==> config.mk <==
export PLATFORM = sky130hd
export DESIGN_NAME = counter_subsys_top
export DESIGN_NICKNAME = d
export VERILOG_FILES = /design/src/counter_pkg.sv /design/src/updown_counter.sv /design/src/wrap_fifo.sv /design/src/wrap_tally.sv /design/src/counter_subsys_top.sv
export SDC_FILE = /design/constraint.sdc
export NUM_CORES = 1
export LEC_CHECK = 0
export ABC_CLOCK_PERIOD_IN_PS = 4400
export BUFFER_PORTS_ARGS = -buffer_cell sky130_fd_sc_hd__buf_4
export CAP_MARGIN = 20
export CORE_UTILIZATION = 50
export CTS_CLUSTER_SIZE = 28
export DETAILED_ROUTE_END_ITERATION = 8
export PLACE_DENSITY_LB_ADDON = 0.1
export SLEW_MARGIN = 20
export SYNTH_ARGS = -nofsm -noshare
export SYNTH_HDL_FRONTEND = slang
export SYNTH_SLANG_ARGS = --single-unit
==> constraint.sdc <==
create_clock -name clk -period 4.4 [get_ports clk]
set_input_delay 1.32 -clock clk [delete_from_list [all_inputs] [get_ports clk]]
set_output_delay 1.32 -clock clk [all_outputs]
set_load 0.02 [all_outputs]
==> src/counter_pkg.sv <==
/*
 * Shared widths and the wrap event record for the event-counting subsystem.
 * The epoch field truncates; after 256 loads it wraps without notice.
 */
`default_nettype none

package counter_pkg;

    // Datapath widths
    localparam int count_width = 16;
    localparam int epoch_width = 8;  // Loads accepted since reset, truncated
    localparam int total_width = 12; // Per-kind wrap totals, saturating

    // Which way the counter wrapped
    typedef enum logic {
        wrap_over  = 1'b0, // Up-count past the maximum
        wrap_under = 1'b1  // Down-count below zero
    } wrap_kind_t;

    // One wrap event as it travels counter -> FIFO -> tally
    typedef struct packed {
        wrap_kind_t              kind;
        logic [epoch_width-1:0]  epoch;
    } wrap_event_t;

endpackage

`default_nettype wire

==> src/updown_counter.sv <==
/*
 * Loadable 16-bit up/down counter, step of one, with one-cycle wrap pulses.
 * A load is only taken in idle; loads in count or wrap states are ignored.
 * push_event is valid only in the cycle push is high.
 */
`timescale 1ns/10ps
`default_nettype none

module updown_counter (
    input  logic                                clk,
    input  logic                                rst,
    input  logic                                count_enable,
    input  logic                                count_direction, // 0 up, 1 down
    input  logic                                load_enable,
    input  logic [counter_pkg::count_width-1:0] load_value,
    output logic [counter_pkg::count_width-1:0] counter_value,
    output logic                                overflow,
    output logic                                underflow,
    output logic                                push,
    output counter_pkg::wrap_event_t            push_event
);

    typedef enum logic [1:0] {
        st_idle      = 2'd0,
        st_count     = 2'd1,
        st_underflow = 2'd2,
        st_overflow  = 2'd3
    } state_t;

    localparam logic [counter_pkg::count_width-1:0] count_max = '1;

    state_t                                state;
    logic [counter_pkg::count_width-1:0]   count;
    logic [counter_pkg::epoch_width-1:0]   epoch;
    logic                                  wrap_now; // This edge wraps the count

    // A step at the boundary in the selected direction
    assign wrap_now = (state == st_count) && count_enable &&
                      (count_direction ? (count == '0) : (count == count_max));

    // Main state machine
    always_ff @(posedge clk or posedge rst) begin
        if (rst) begin
            state     <= st_idle;
            count     <= '0;
            epoch     <= '0;
            overflow  <= 1'b0;
            underflow <= 1'b0;
        end else begin
            overflow  <= 1'b0; // Pulses last one cycle
            underflow <= 1'b0;
            case (state)
                st_idle: begin
                    if (load_enable) begin
                        count <= load_value;
                        epoch <= epoch + 1'b1;
                    end else if (count_enable) begin
                        state <= st_count; // No step on the entry edge
                    end
                end
                st_count: begin
                    if (!count_enable) begin
                        state <= st_idle;
                    end else if (count_direction) begin
                        if (count == '0) begin
                            count     <= count_max;
                            underflow <= 1'b1;
                            state     <= st_underflow;
                        end else begin
                            count <= count - 1'b1;
                        end
                    end else begin
                        if (count == count_max) begin
                            count    <= '0;
                            overflow <= 1'b1;
                            state    <= st_overflow;
                        end else begin
                            count <= count + 1'b1;
                        end
                    end
                end
                st_overflow, st_underflow: begin
                    state <= st_idle; // Always one cycle in a wrap state
                end
                default: state <= st_idle;
            endcase
        end
    end

    // Push strobe rises on the same edge as the wrap pulse
    always_ff @(posedge clk or posedge rst) begin
        if (rst) begin
            push <= 1'b0;
        end else begin
            push <= wrap_now;
        end
    end

    // Event record, carries the epoch current at the wrap
    always_ff @(posedge clk) begin
        if (wrap_now) begin
            push_event.kind  <= count_direction ? counter_pkg::wrap_under
                                                : counter_pkg::wrap_over;
            push_event.epoch <= epoch;
        end
    end

    // Registered output lags the internal count by one cycle
    always_ff @(posedge clk or posedge rst) begin
        if (rst) begin
            counter_value <= '0;
        end else begin
            counter_value <= count;
        end
    end

    a_wrap_exclusive : assert property (
        @(posedge clk) disable iff (rst)
        !(overflow && underflow)
    ) else $error("overflow and underflow high together");

    // Push decode must agree with the pulses raised by the state machine
    a_push_matches_wrap : assert property (
        @(posedge clk) disable iff (rst)
        push == (overflow || underflow)
    ) else $error("push does not match the wrap pulses");

endmodule

`default_nettype wire

==> src/wrap_fifo.sv <==
/*
 * Synchronous FIFO of wrap events, fifo_depth a power of two, 2 or more.
 * A push while full is dropped, even if a pop happens on the same edge.
 * event_lost is sticky until reset. head is valid only while empty is 0.
 */
`timescale 1ns/10ps
`default_nettype none

module wrap_fifo #(
    parameter int fifo_depth = 4
) (
    input  logic                      clk,
    input  logic                      rst,
    input  logic                      push,
    input  counter_pkg::wrap_event_t  push_event,
    input  logic                      pop,
    output counter_pkg::wrap_event_t  head,
    output logic                      empty,
    output logic                      event_lost
);

    localparam int addr_width = $clog2(fifo_depth);

    counter_pkg::wrap_event_t  mem [fifo_depth];
    logic [addr_width:0]       wr_ptr; // Extra top bit tells full from empty
    logic [addr_width:0]       rd_ptr;
    logic                      full;
    logic                      write_ok;

    assign empty = (wr_ptr == rd_ptr);
    assign full  = (wr_ptr[addr_width] != rd_ptr[addr_width]) &&
                   (wr_ptr[addr_width-1:0] == rd_ptr[addr_width-1:0]);

    assign write_ok = push && !full;

    // Head read straight from storage, no extra latency
    assign head = mem[rd_ptr[addr_width-1:0]];

    // Storage
    always_ff @(posedge clk) begin
        if (write_ok) begin
            mem[wr_ptr[addr_width-1:0]] <= push_event;
        end
    end

    // Pointers
    always_ff @(posedge clk or posedge rst) begin
        if (rst) begin
            wr_ptr <= '0;
            rd_ptr <= '0;
        end else begin
            if (write_ok) begin
                wr_ptr <= wr_ptr + 1'b1;
            end
            if (pop) begin
                rd_ptr <= rd_ptr + 1'b1; // Caller only pops when not empty
            end
        end
    end

    // Lost-event flag
    always_ff @(posedge clk or posedge rst) begin
        if (rst) begin
            event_lost <= 1'b0;
        end else if (push && full) begin
            event_lost <= 1'b1;
        end
    end

    // Guards the pop logic in the consumer
    a_no_pop_when_empty : assert property (
        @(posedge clk) disable iff (rst)
        pop |-> !empty
    ) else $error("pop while FIFO empty");

endmodule

`default_nettype wire

==> src/wrap_tally.sv <==
/*
 * Drains wrap events while drain is high, one per cycle.
 * Totals saturate at their maximum and hold there until reset.
 */
`timescale 1ns/10ps
`default_nettype none

module wrap_tally (
    input  logic                                clk,
    input  logic                                rst,
    input  logic                                drain,
    input  logic                                empty,
    input  counter_pkg::wrap_event_t            head,
    output logic                                pop,
    output logic [counter_pkg::total_width-1:0] overflow_total,
    output logic [counter_pkg::total_width-1:0] underflow_total,
    output logic [counter_pkg::epoch_width-1:0] last_epoch
);

    localparam logic [counter_pkg::total_width-1:0] total_max = '1;

    // Pop whenever allowed and something is waiting
    assign pop = drain && !empty;

    always_ff @(posedge clk or posedge rst) begin
        if (rst) begin
            overflow_total  <= '0;
            underflow_total <= '0;
            last_epoch      <= '0;
        end else if (pop) begin
            last_epoch <= head.epoch;
            if (head.kind == counter_pkg::wrap_over) begin
                if (overflow_total != total_max) begin
                    overflow_total <= overflow_total + 1'b1;
                end
            end else begin
                if (underflow_total != total_max) begin
                    underflow_total <= underflow_total + 1'b1;
                end
            end
        end
    end

    // Totals only grow between resets
    a_totals_monotonic : assert property (
        @(posedge clk) disable iff (rst)
        (overflow_total >= $past(overflow_total)) &&
        (underflow_total >= $past(underflow_total))
    ) else $error("wrap total decreased without reset");

endmodule

`default_nettype wire

==> src/counter_subsys_top.sv <==
/*
 * Counter, wrap event FIFO and tally. drain is the only back-pressure;
 * the counter never waits and excess events are counted as lost.
 */
`timescale 1ns/10ps
`default_nettype none

module counter_subsys_top #(
    parameter int fifo_depth = 4
) (
    input  logic                                clk,
    input  logic                                rst,
    input  logic                                count_enable,
    input  logic                                count_direction,
    input  logic                                load_enable,
    input  logic [counter_pkg::count_width-1:0] load_value,
    input  logic                                drain,
    output logic [counter_pkg::count_width-1:0] counter_value,
    output logic                                overflow,
    output logic                                underflow,
    output logic [counter_pkg::total_width-1:0] overflow_total,
    output logic [counter_pkg::total_width-1:0] underflow_total,
    output logic [counter_pkg::epoch_width-1:0] last_epoch,
    output logic                                event_lost
);

    logic                      push;
    counter_pkg::wrap_event_t  push_event;
    logic                      pop;
    logic                      empty;
    counter_pkg::wrap_event_t  head;

    updown_counter u_counter (
        .clk             (clk),
        .rst             (rst),
        .count_enable    (count_enable),
        .count_direction (count_direction),
        .load_enable     (load_enable),
        .load_value      (load_value),
        .counter_value   (counter_value),
        .overflow        (overflow),
        .underflow       (underflow),
        .push            (push),
        .push_event      (push_event)
    );

    wrap_fifo #(
        .fifo_depth (fifo_depth)
    ) u_fifo (
        .clk        (clk),
        .rst        (rst),
        .push       (push),
        .push_event (push_event),
        .pop        (pop),
        .head       (head),
        .empty      (empty),
        .event_lost (event_lost)
    );

    wrap_tally u_tally (
        .clk             (clk),
        .rst             (rst),
        .drain           (drain),
        .empty           (empty),
        .head            (head),
        .pop             (pop),
        .overflow_total  (overflow_total),
        .underflow_total (underflow_total),
        .last_epoch      (last_epoch)
    );

endmodule

`default_nettype wire

# [Word-level counts from Yosys, hierarchy flattened]
# Memory sizes are Yosys's and may differ from the RTL's.
# Cells that the tools add are included.
# W data, S select, Z words.
[totals] ff_bits=93 ramBits=36 out_inout_bits=51 elab_cells=81 n_memories=1
[mem_list] memory="u_fifo.mem" depth=4 width=9 rd=1 rd_clocked_by_memory_dff=0 wr=1 line="wrap_fifo.sv:24" text="counter_pkg::wrap_event_t mem [fifo_depth];"
[classes] addsub=7 n_eq_ne=15 n_mux=25 n_bitwise=1 reduce_logical=17
[op_table] operator="$mux W16" count=5
[op_table] operator="$pmux W16 S2" count=1
[op_table] operator="$add A12 B1 Y12 const B" count=2
[op_table] operator="$ne A12 B12 Y1 const B" count=2
[op_table] operator="$add A16 B1 Y16 const B" count=1
[op_table] operator="$eq A16 B16 Y1 const B" count=1
[op_table] operator="$logic_not A16 Y1" count=1
[op_table] operator="$sub A16 B1 Y16 const B" count=1
[op_table] operator="$mux W1" count=12
[op_table] operator="$mux W2" count=6
[op_table] operator="$reduce_and A3 Y1" count=3
[op_table] operator="$add A8 B1 Y8 const B" count=1
[op_table] operator="$ne A2 B2 Y1 const B" count=4
[op_table] operator="$ne A4 B4 Y1 const B" count=2
[op_table] operator="$add A3 B1 Y3 const B" count=2
[op_table] operator="$logic_and A1 B1 Y1" count=6
[op_table] operator="$pmux W2 S3" count=1
[op_table] operator="$eq A2 B2 Y1 const B" count=2
[op_table] operator="$reduce_and A4 Y1" count=1
[op_table] operator="$eq A3 B3 Y1" count=1
[op_table] operator="$eq A2 B1 Y1 const B" count=1
[op_table] operator="$eq A2 B2 Y1" count=1
[op_table] operator="$logic_not A1 Y1" count=2
[op_table] operator="$logic_not A2 Y1" count=1
[op_table] operator="other kinds (5)" count=5

# [Logic depth before layout (Yosys ltp)]
# Gate-level depths: netlist (run 1).
[logic_depth] depth_word=6 mapped_depth=8

# [Hierarchy]
# A second synthesis (run 1) with hierarchy kept.
[unflattened] cells_unflattened=500 hier_area_um2=5990.7
[modules_own_cells] mod="updown_counter" n_inst=1 cells_each=278 area_per_inst_um2=2772.7
[modules_own_cells] mod="wrap_fifo" n_inst=1 cells_each=88 area_per_inst_um2=1744.2
[modules_own_cells] mod="wrap_tally" n_inst=1 cells_each=134 area_per_inst_um2=1473.9

# [Worst setup path after synthesis (run 1)]
# Ideal clock, no wire load.
[synth_path] path_kind="input port to flip-flop" startpoint="input port count_direction" endpoint="register u_counter.push_event[0] (netlist name)" arrival_time_ns=2.708 path_slack_ns=1.312 path_stages=5 path_buffers=1 cell_sequence="clkbuf_1 inv_2 nor4_2 nand2_1 a21oi_1"
[synth_via] elab_chain_cells=2
[synth_lines] item="start: declaration" line="counter_subsys_top.sv:14" text="input logic count_direction,"
[synth_lines] item="$mux W1" line="updown_counter.sv:39" text="(count_direction ? (count == '0) : (count == count_max));"
[synth_lines] item="$logic_and A1 B1 Y1" line="updown_counter.sv:38" text="assign wrap_now = (state == st_count) && count_enable &&"
[synth_lines] item="named net u_counter.wrap_now" line="updown_counter.sv:35" text="logic wrap_now;"
# The timed path passes the listed nets, and every way through them passes these cells.
# A chain may end at the register's enable or synchronous reset.

# [Worst setup path after layout (run 1)]
[layout_path] startpoint="register u_counter.count[3] (netlist name)" endpoint="register u_counter.push_event[5] (netlist name)"
[layout_via] elab_chain_cells=3
[layout_lines] item="start: declaration" line="updown_counter.sv:33" text="logic [counter_pkg::count_width-1:0] count;"
[layout_lines] item="start signal: assignment" line="updown_counter.sv:55" text="count <= load_value;"
[layout_lines] item="start signal: assignment" line="updown_counter.sv:66" text="count <= count_max;"
[layout_lines] item="start signal: assignment" line="updown_counter.sv:70" text="count <= count - 1'b1;"
[layout_lines] item="$eq A16 B16 Y1 or $logic_not A16 Y1 (tied branches)" line="updown_counter.sv:39"
[layout_lines] item="$mux W1 (*)" line="updown_counter.sv:39"
[layout_lines] item="$logic_and A1 B1 Y1 (*)" line="updown_counter.sv:38"
[layout_lines] item="named net u_counter.wrap_now" line="updown_counter.sv:35"
# Mark *: on every way through the listed nets, which the timed path passes. The rest lies on a longest branch.

==> results of run 1 <==
[layout make-up]
cell class,count,area [um2]
clock inverters,12,158
multi-input cells,318,2280
flip-flops and latches,129,3450
fillers,916,4330
repair buffers,76,571
well taps,143,179
inverters,17,65.1
clock buffers,20,437
[worst max-delay path, delay by kind of cell, from the launching register on]
kind | cells | cell delay (ns)
AOI/OAI and AO/OA | 1 | 0.74
DFF | 1 | 0.57
and+or+nand+nor | 3 | 1.32
[cells by family after synthesis]
| logic type | share of synthesized area |
|---|---|
| AOI/OAI and AO/OA | 0.0978 |
| DFF | 0.584 |
| adders and majority gates | 0.0233 |
| buffers and inverters | 0.0307 |
| xor gates and xnor gates | 0.0548 |
| muxes | 0.0618 |
| and+or+nand+nor | 0.148 |
[through the flow]
| step | hold WS (ns) | setup slack, ns | cells |
|---|---|---|---|
| after floorplan | 0.349 | 0.915 | 490 |
| after global placement | 0.453 | 1.08 | 683 |
| after detailed placement | 0.467 | 0.959 | 683 |
| after CTS | 0.482 | 1.32 | 715 |
| after global routing | 0.502 | 0.983 | 715 |
| final | 0.480 | 1.39 | 715 |
[cells in the final DEF, fill, tap and decap left out, types with 6 or more instances in the layout]
cell type	count
a21oi_1	13
nor3_1	15
a31oi_1	6
clkbuf_16	17
mux2_2	9
nor2_1	28
nand4_1	18
o21ai_0	20
dfrtp_1	84
nor4_1	11
xor2_1	12
mux4_2	9
nand3_1	12
xnor2_1	25
edfxtp_1	45
inv_1	15
ha_1	11
and3_1	6
buf_4	76
nand2_1	36
[power groups by stage]
stage               Combinational [uW]  Clock [uW]  Sequential, uW
CTS                                840        1430            1670
global route                       906        1480            1710
floorplan                          527           0            1690
detailed placement                 830           0            1690
global placement                   816           0            1680
finish                             834        1400            1670
[per-layer routing]
layer / global-route usage / vias up
li1: - / 1974
met1: 0.311 / 2018
met2: 0.328 / 169
met3: 0.0552 / 27
met4: 0.108 / 0
met5: 0 / -
[worst max-delay path by stage]
stage,slack (ns),start,end
floorplan,0.91,rst,u_counter.count[0]
global placement,1.08,count_direction,u_counter.push_event[6]
detailed placement,0.96,count_direction,u_counter.push_event[6]
CTS,1.32,u_counter.count[0],u_counter.push_event[5]
global route,0.98,u_counter.count[0],u_counter.push_event[0]
finish,1.39,u_counter.count[3],u_counter.push_event[5]
[sequential cells by signal, indices dropped and copies added (netlist names)]
register                 count
u_counter.count             16
u_counter.counter_value     16
u_counter.epoch              8
u_counter.overflow           1
u_counter.push               1
u_counter.push_event         9
u_counter.state              2
u_counter.underflow          1
u_fifo.event_lost            1
u_fifo.mem                  36
u_fifo.rd_ptr                3
u_fifo.wr_ptr                3
u_tally.last_epoch           8
u_tally.overflow_total      12
u_tally.underflow_total     12
==> impl_metrics.env, run 1 <==
export IMPL_outcome="finished, final reports clean"
export IMPL_min_to="u_counter.counter_value[0]"
export IMPL_route_detailed_drc=0
export IMPL_synthesis_nets=523
export IMPL_yosys_warnings=0
export IMPL_utilization=0.623
export IMPL_rsz0062_at_grt="no"
export IMPL_end_kind="flop"
export IMPL_leakagePower_uw=0.00291
export IMPL_reg2reg_to="u_counter.push_event[5]"
export IMPL_cts_tree="yes"
export IMPL_crit_required_ns=4.44
export IMPL_post_route_cell_area_um2=7140
export IMPL_wl_met1_mm=5.84
export IMPL_yosysTopAreaCell="dfrtp_1"
export IMPL_netlist_top_cells_area="dfrtp_1, edfxtp_1, xnor2_1"
export IMPL_yosys_top_cells_count="dfrtp_1, edfxtp_1, nand2_1"
export IMPL_setup_violations=0
export IMPL_hold_depth=0
export IMPL_drt_pass1_iterations=5
export IMPL_cts_setup_buffers=0
export IMPL_power_share_clock=0.359
export IMPL_switching_share=0.306
export IMPL_hold_viol_final=0
export IMPL_switching_power_uw=1200
export IMPL_critPathSlowestCell="a21oi_1"
export IMPL_drtAntennaViolNets=0
export IMPL_cts_path_max_buffers=2
export IMPL_max_freq_ghz=0.332
export IMPL_ys_seq_elements=129
export IMPL_gp_congestion=0.925
export IMPL_die_area_um2=12300
export IMPL_critPathMaxFanout=13
export IMPL_seq_area_frac_synth=0.584
export IMPL_seq_power_share=0.427
export IMPL_top_layer="met4"
export IMPL_synthDominantCellAreaShare=0.356
export IMPL_netlist_area_um2=5910
export IMPL_reg2reg_depth=4
export IMPL_nets=592
export IMPL_hp_class="flop to flop"
export IMPL_grt_use_total=0.223
export IMPL_dieWidth_um=111
export IMPL_vias_per_cell=5.86
export IMPL_fin_crit_sh=0.685
export IMPL_pin_count=73
export IMPL_io_buffer_count=72
export IMPL_cap_violations=0
export IMPL_yosysMostFrequentCell="dfrtp_1"
export IMPL_numCtsBuffers=17
export IMPL_max_stage_delay_ns=0.74
export IMPL_gr_total_overflow=0
export IMPL_path_class="flop to flop"
export IMPL_synthDistinctLibCells=66
export IMPL_synth_edff_count=45
export IMPL_pwr_share_comb=0.214
export IMPL_maxSlewViolCount=0
export IMPL_met2_length_mm=5.89
export IMPL_core_area_um2=11500
export IMPL_postSynthAreaPerCell_um2=12.1
export IMPL_cts_resized_gates=0
export IMPL_antenna_found_initial=0
export IMPL_syn_inst=490
export IMPL_cp_start_kind="flop"
export IMPL_wirelength_mm=12.7
export IMPL_die_h_um=111
export IMPL_r2r_setup_slack_ns=1.39
export IMPL_clk_pin_slew_worst_paths_ns=0.05
export IMPL_num_antenna_cells=0
export IMPL_cts_max_level=4
export IMPL_finalClockSkew_ns=0.00631
export IMPL_power_total_uw=3910
export IMPL_ir_worst_vdd_uv=328
export IMPL_cts_sinks=129
export IMPL_synth_ff_type="dfrtp_1"
export IMPL_crit_chain="nand3_1 -> nor4_2 -> nand4_1 -> a21oi_1"
export IMPL_r2r_start="u_counter.count[3]"
export IMPL_drtIter0Drc=315
export IMPL_critPathArrivalTime_ns=3.05
export IMPL_hold_path_startpoint="u_counter.count[0]"
export IMPL_vias=4188
export IMPL_place_area_um2=6550
export IMPL_grt_pass1_wl_mm=21.2
export IMPL_synthArstFlopShare=0.651
export IMPL_p_int_uw=2710
export IMPL_grt_max_degree=34
export IMPL_area_delta_synth_final_pct=20.8
export IMPL_dpl_hpwl_mm=8.49
export IMPL_tns_ns=0
export IMPL_p_per_area_nw_per_um2=547
export IMPL_tightest_slew_ns=0.825
export IMPL_grt_pass1_vias=4143
export IMPL_cts_hold_buf=0
export IMPL_wl_met3_um=693
export IMPL_min_period_ns=3.01
export IMPL_drive_gt1_frac=0.236
export IMPL_initial_core_util=0.516
export IMPL_clockRootBuffer="clkbuf_16"
export IMPL_maxSlewHeadroom=0.450
export IMPL_clock_latency_ns=0.41
export IMPL_routedWlPerCell_um=17.8
export IMPL_rows=39
Note: power is estimated with default switching activity, not from simulation.
==> run 2, diff against run 1 <==
- ABC_CLOCK_PERIOD_IN_PS: 4400 -> 3000
- clock period: 4.4 -> 3 ns (I/O delays scaled with it)
==> run 2 against run 1 <==
  * Via count grew 1.1%
  * Combinational power grew 63%
  * Clock-buffer cell count shrank 3
  * First-iteration DRC count grew 20%
  * Utilization grew 0.43 points
  * Final area grew 0.68%
  * Cell count grew 1.3%
  * Non-clock buffer count grew 9
  * Power grew 44%
  * Largest cell class unchanged
==> impl_metrics.env, run 2 (synthesized netlist as in run 1, its figures left out) <==
export IMPL_outcome="finished, final reports clean"
export IMPL_cts_resized_gates=0
export IMPL_antenna_found_initial=0
export IMPL_rows=39
export IMPL_reg2reg_depth=5
export IMPL_max_freq_ghz=0.391
export IMPL_cts_setup_buffers=0
export IMPL_r2r_setup_slack_ns=0.44
export IMPL_critPathArrivalTime_ns=2.68
export IMPL_leakagePower_uw=0.00294
export IMPL_route_detailed_drc=0
export IMPL_die_area_um2=12300
export IMPL_drtAntennaViolNets=0
export IMPL_dieWidth_um=111
export IMPL_pin_count=73
export IMPL_critPathMaxFanout=12
export IMPL_clk_pin_slew_worst_paths_ns=0.06
export IMPL_p_per_area_nw_per_um2=784
export IMPL_hold_viol_final=0
export IMPL_grt_pass1_wl_mm=20.6
export IMPL_hold_depth=0
export IMPL_ir_worst_vdd_uv=475
export IMPL_gr_total_overflow=0
export IMPL_path_class="flop to flop"
export IMPL_maxSlewHeadroom=0.521
export IMPL_die_h_um=111
export IMPL_wirelength_mm=12.4
export IMPL_finalClockSkew_ns=0.00765
export IMPL_cts_max_level=4
export IMPL_clock_latency_ns=0.42
export IMPL_cp_start_kind="flop"
export IMPL_fin_crit_sh=0.852
export IMPL_hp_class="flop to flop"
export IMPL_cts_hold_buf=0
export IMPL_grt_use_total=0.218
export IMPL_area_delta_synth_final_pct=21.6
export IMPL_tightest_slew_ns=0.708
export IMPL_maxSlewViolCount=0
export IMPL_r2r_start="u_counter.count[4]"
export IMPL_gp_congestion=0.926
export IMPL_rsz0062_at_grt="no"
export IMPL_drive_gt1_frac=0.253
export IMPL_tns_ns=0
export IMPL_grt_max_degree=85
export IMPL_setup_violations=0
export IMPL_nets=601
export IMPL_routedWlPerCell_um=17.2
export IMPL_utilization=0.627
export IMPL_clockRootBuffer="clkbuf_16"
export IMPL_drt_pass1_iterations=5
export IMPL_num_antenna_cells=0
export IMPL_vias_per_cell=5.85
export IMPL_largest_register_ffs=36
export IMPL_min_to="u_counter.counter_value[0]"
export IMPL_final_cell_mix="buf_4, dfrtp_1, edfxtp_1"
export IMPL_vias=4232
export IMPL_min_period_ns=2.56
export IMPL_crit_required_ns=3.12
export IMPL_end_kind="flop"
export IMPL_core_area_um2=11500
export IMPL_numCtsBuffers=17
export IMPL_reg2reg_to="u_counter.push_event[6]"
export IMPL_grt_pass1_vias=4052
export IMPL_initial_core_util=0.516
export IMPL_cts_path_max_buffers=2
export IMPL_hold_path_startpoint="u_counter.count[0]"
export IMPL_dpl_hpwl_mm=8.32
export IMPL_cap_violations=0
export IMPL_cts_tree="yes"
export IMPL_drtIter0Drc=378
export IMPL_cts_sinks=129
export IMPL_fill_cells=885
export IMPL_io_buffer_count=72
-- run 2: power by group --
part           internal [uW]  switching, uW
logic                    625            735
registers               2080            270
clock network           1140            778
-- run 2: critical path: stages (launching register included) --
cell	delay [ns]
dfrtp_1	0.55
nand3_1	0.28
nor4_2	0.57
nand4_1	0.39
a21oi_1	0.27
buf_4	0.20
-- run 2: layout make-up --
| class | instances | area (um2) | area share |
|---|---|---|---|
| flip-flops and latches | 129 | 3450 | 0.480 |
| multi-input cells | 318 | 2280 | 0.317 |
| repair buffers | 85 | 651 | 0.0905 |
| clock buffers | 17 | 425 | 0.0592 |
| well taps | 143 | 179 | 0.0249 |
| clock inverters | 15 | 135 | 0.0188 |
| inverters | 17 | 67.6 | 0.00940 |
-- run 2: stage by stage --
step                std cells  hold slack [ns]  total power (uW)  area (um2)  setup WS [ns]
finish                    724            0.479              5630        7190          0.443
global route              724            0.501              5930        7190          0.281
CTS                       724            0.474              5690        7190          0.543
detailed placement        692            0.462              3750        6630          0.545
global placement          692            0.451              3720        6630          0.565
floorplan                 490            0.349              3250        5920          0.332
-- run 2: routing by layer --
layer,global-route usage,share of wire,vias up
met1,0.309,0.46,2069
met4,0.0996,0.022,0
met2,0.316,0.46,153
met3,0.0552,0.060,21
li1,-,-,1989
met5,0,0,-
-- run 2: worst max path at each step --
stage / endpoint / startpoint
floorplan: u_counter.push_event[0] / count_direction
global placement: u_counter.count[4] / count_direction
detailed placement: u_counter.push_event[6] / u_counter.count[4]
CTS: u_counter.push_event[6] / u_counter.count[4]
global route: u_counter.push_event[5] / u_counter.count[4]
finish: u_counter.push_event[6] / u_counter.count[4]
==> run 3, diff against run 2 <==
- CAP_MARGIN: 20 -> unset
- CORE_ASPECT_RATIO: unset -> 1.75
- CORE_MARGIN: unset -> 8
==> run 3 against run 2 <==
  * Hold slack worse by 0.013 ns
  * Die area is 28% higher
  * Non-clock buffer count is 5 higher
  * Critical path depth is 1 higher
  * Sequential share of layout area is 0.25 points lower
  * Sequential cell count stayed put
  * Combinational power hardly changed
  * Sequential power hardly changed
  * Clock skew hardly changed
  * Largest power group unchanged
==> impl_metrics.env, run 3 (synthesized netlist as in run 1, its figures left out) <==
export IMPL_outcome="finished, final reports clean"
export IMPL_min_to="u_counter.push_event[7]"
export IMPL_crit_required_ns=3.25
export IMPL_clk_pin_slew_worst_paths_ns=0.06
export IMPL_vias_per_cell=5.92
export IMPL_hold_path_startpoint="u_counter.epoch[7]"
export IMPL_grt_pass1_wl_mm=23.8
export IMPL_end_kind="flop"
export IMPL_finalClockSkew_ns=0.00760
export IMPL_nets=606
export IMPL_route_detailed_drc=0
export IMPL_clockRootBuffer="clkbuf_16"
export IMPL_numCtsBuffers=17
export IMPL_maxSlewViolCount=0
export IMPL_io_buffer_count=72
export IMPL_cap_violations=0
export IMPL_die_area_um2=15700
export IMPL_leakagePower_uw=0.00297
export IMPL_hp_class="flop to flop"
export IMPL_place_area_um2=6660
export IMPL_critPathArrivalTime_ns=2.90
export IMPL_final_cell_mix="buf_4, dfrtp_1, edfxtp_1"
export IMPL_rows=52
export IMPL_reg2reg_to="u_counter.count[1]"
export IMPL_r2r_start="u_counter.count[9]"
export IMPL_drt_pass1_iterations=5
export IMPL_cts_tree="yes"
export IMPL_whs_ns=0.466
export IMPL_grt_use_total=0.194
export IMPL_setup_violations=0
export IMPL_r2r_setup_slack_ns=0.35
export IMPL_max_freq_ghz=0.378
export IMPL_drtIter0Drc=191
export IMPL_cts_sinks=129
export IMPL_area_delta_synth_final_pct=22.2
export IMPL_cts_hold_buf=0
export IMPL_hold_depth=0
export IMPL_final_common_cell="buf_4"
export IMPL_reg2reg_depth=6
export IMPL_antenna_found_initial=0
export IMPL_utilization=0.624
export IMPL_cp_start_kind="flop"
export IMPL_grt_max_degree=43
export IMPL_dieWidth_um=98.2
export IMPL_critPathMaxFanout=10
export IMPL_drtAntennaViolNets=0
export IMPL_hold_viol_final=0
export IMPL_cts_max_level=4
export IMPL_gr_total_overflow=0
export IMPL_clock_latency_ns=0.41
export IMPL_post_route_cell_area_um2=7230
export IMPL_num_antenna_cells=0
export IMPL_die_h_um=160
export IMPL_cts_setup_buffers=0
export IMPL_core_area_um2=11600
export IMPL_ir_worst_vdd_uv=399
export IMPL_rsz0062_at_grt="no"
export IMPL_cts_resized_gates=0
export IMPL_gp_congestion=0.944
export IMPL_min_period_ns=2.65
export IMPL_path_class="flop to flop"
export IMPL_p_per_area_nw_per_um2=794
export IMPL_pin_count=73
export IMPL_tns_ns=0
export IMPL_vias=4268
export IMPL_largest_register_ffs=36
export IMPL_drive_gt1_frac=0.254
export IMPL_cts_path_max_buffers=2
export IMPL_wirelength_mm=14.5
export IMPL_tightest_slew_ns=0.770
export IMPL_maxSlewHeadroom=0.473
export IMPL_fin_crit_sh=0.882
export IMPL_grt_pass1_vias=4420
export IMPL_dpl_hpwl_mm=10.6
export IMPL_routedWlPerCell_um=20.1
export IMPL_initial_core_util=0.510
-- run 3: worst max-delay path by stage --
stage	to	start	cells past startpoint	slack (ns)
floorplan	u_counter.push_event[0]	count_direction	5	0.33
global placement	u_counter.count[1]	u_counter.count[9]	6	0.38
detailed placement	u_counter.count[1]	u_counter.count[9]	6	0.41
CTS	u_counter.count[1]	u_counter.count[9]	6	0.42
global route	u_counter.count[1]	u_counter.count[9]	6	0.29
finish	u_counter.count[1]	u_counter.count[9]	6	0.35
-- run 3: layout make-up --
class / count / area, um2
multi-input cells: 318 / 2280
clock inverters: 14 / 141
well taps: 135 / 169
flip-flops and latches: 129 / 3450
fillers: 944 / 4360
clock buffers: 18 / 429
repair buffers: 90 / 688
inverters: 17 / 67.6
-- run 3: where the power goes --
group	leakage, uW	switching (uW)	internal (uW)
Combinational	0.00123	736	631
Sequential	0.00146	304	2080
Clock	0.000276	764	1220
Total	0.00297	1800	3930
-- run 3: metrics by stage --
stage | power, uW | setup slack, ns | std cells
2_1_floorplan | 3250 | 0.332 | 490
5_1_grt | 6020 | 0.285 | 721
3_5_place_dp | 3800 | 0.411 | 689
4_1_cts | 5790 | 0.417 | 721
3_3_place_gp | 3770 | 0.376 | 689
6_report | 5730 | 0.353 | 721
-- run 3: routing by layer --
layer,global-route usage,vias to the layer above,share of wire
met2,0.350,134,0.54
met5,0,-,0
li1,-,1998,-
met1,0.194,2095,0.37
met4,0.126,0,0.049
met3,0.0457,41,0.043
-- run 3: worst max-delay path, stage by stage, from the launching register on --
cell and delay (ns):
dfrtp_1 0.52, nand4_1 0.39, nor4_2 0.26, buf_4 0.20
a31oi_1 0.21, a2111oi_0 0.79, a211oi_1 0.12
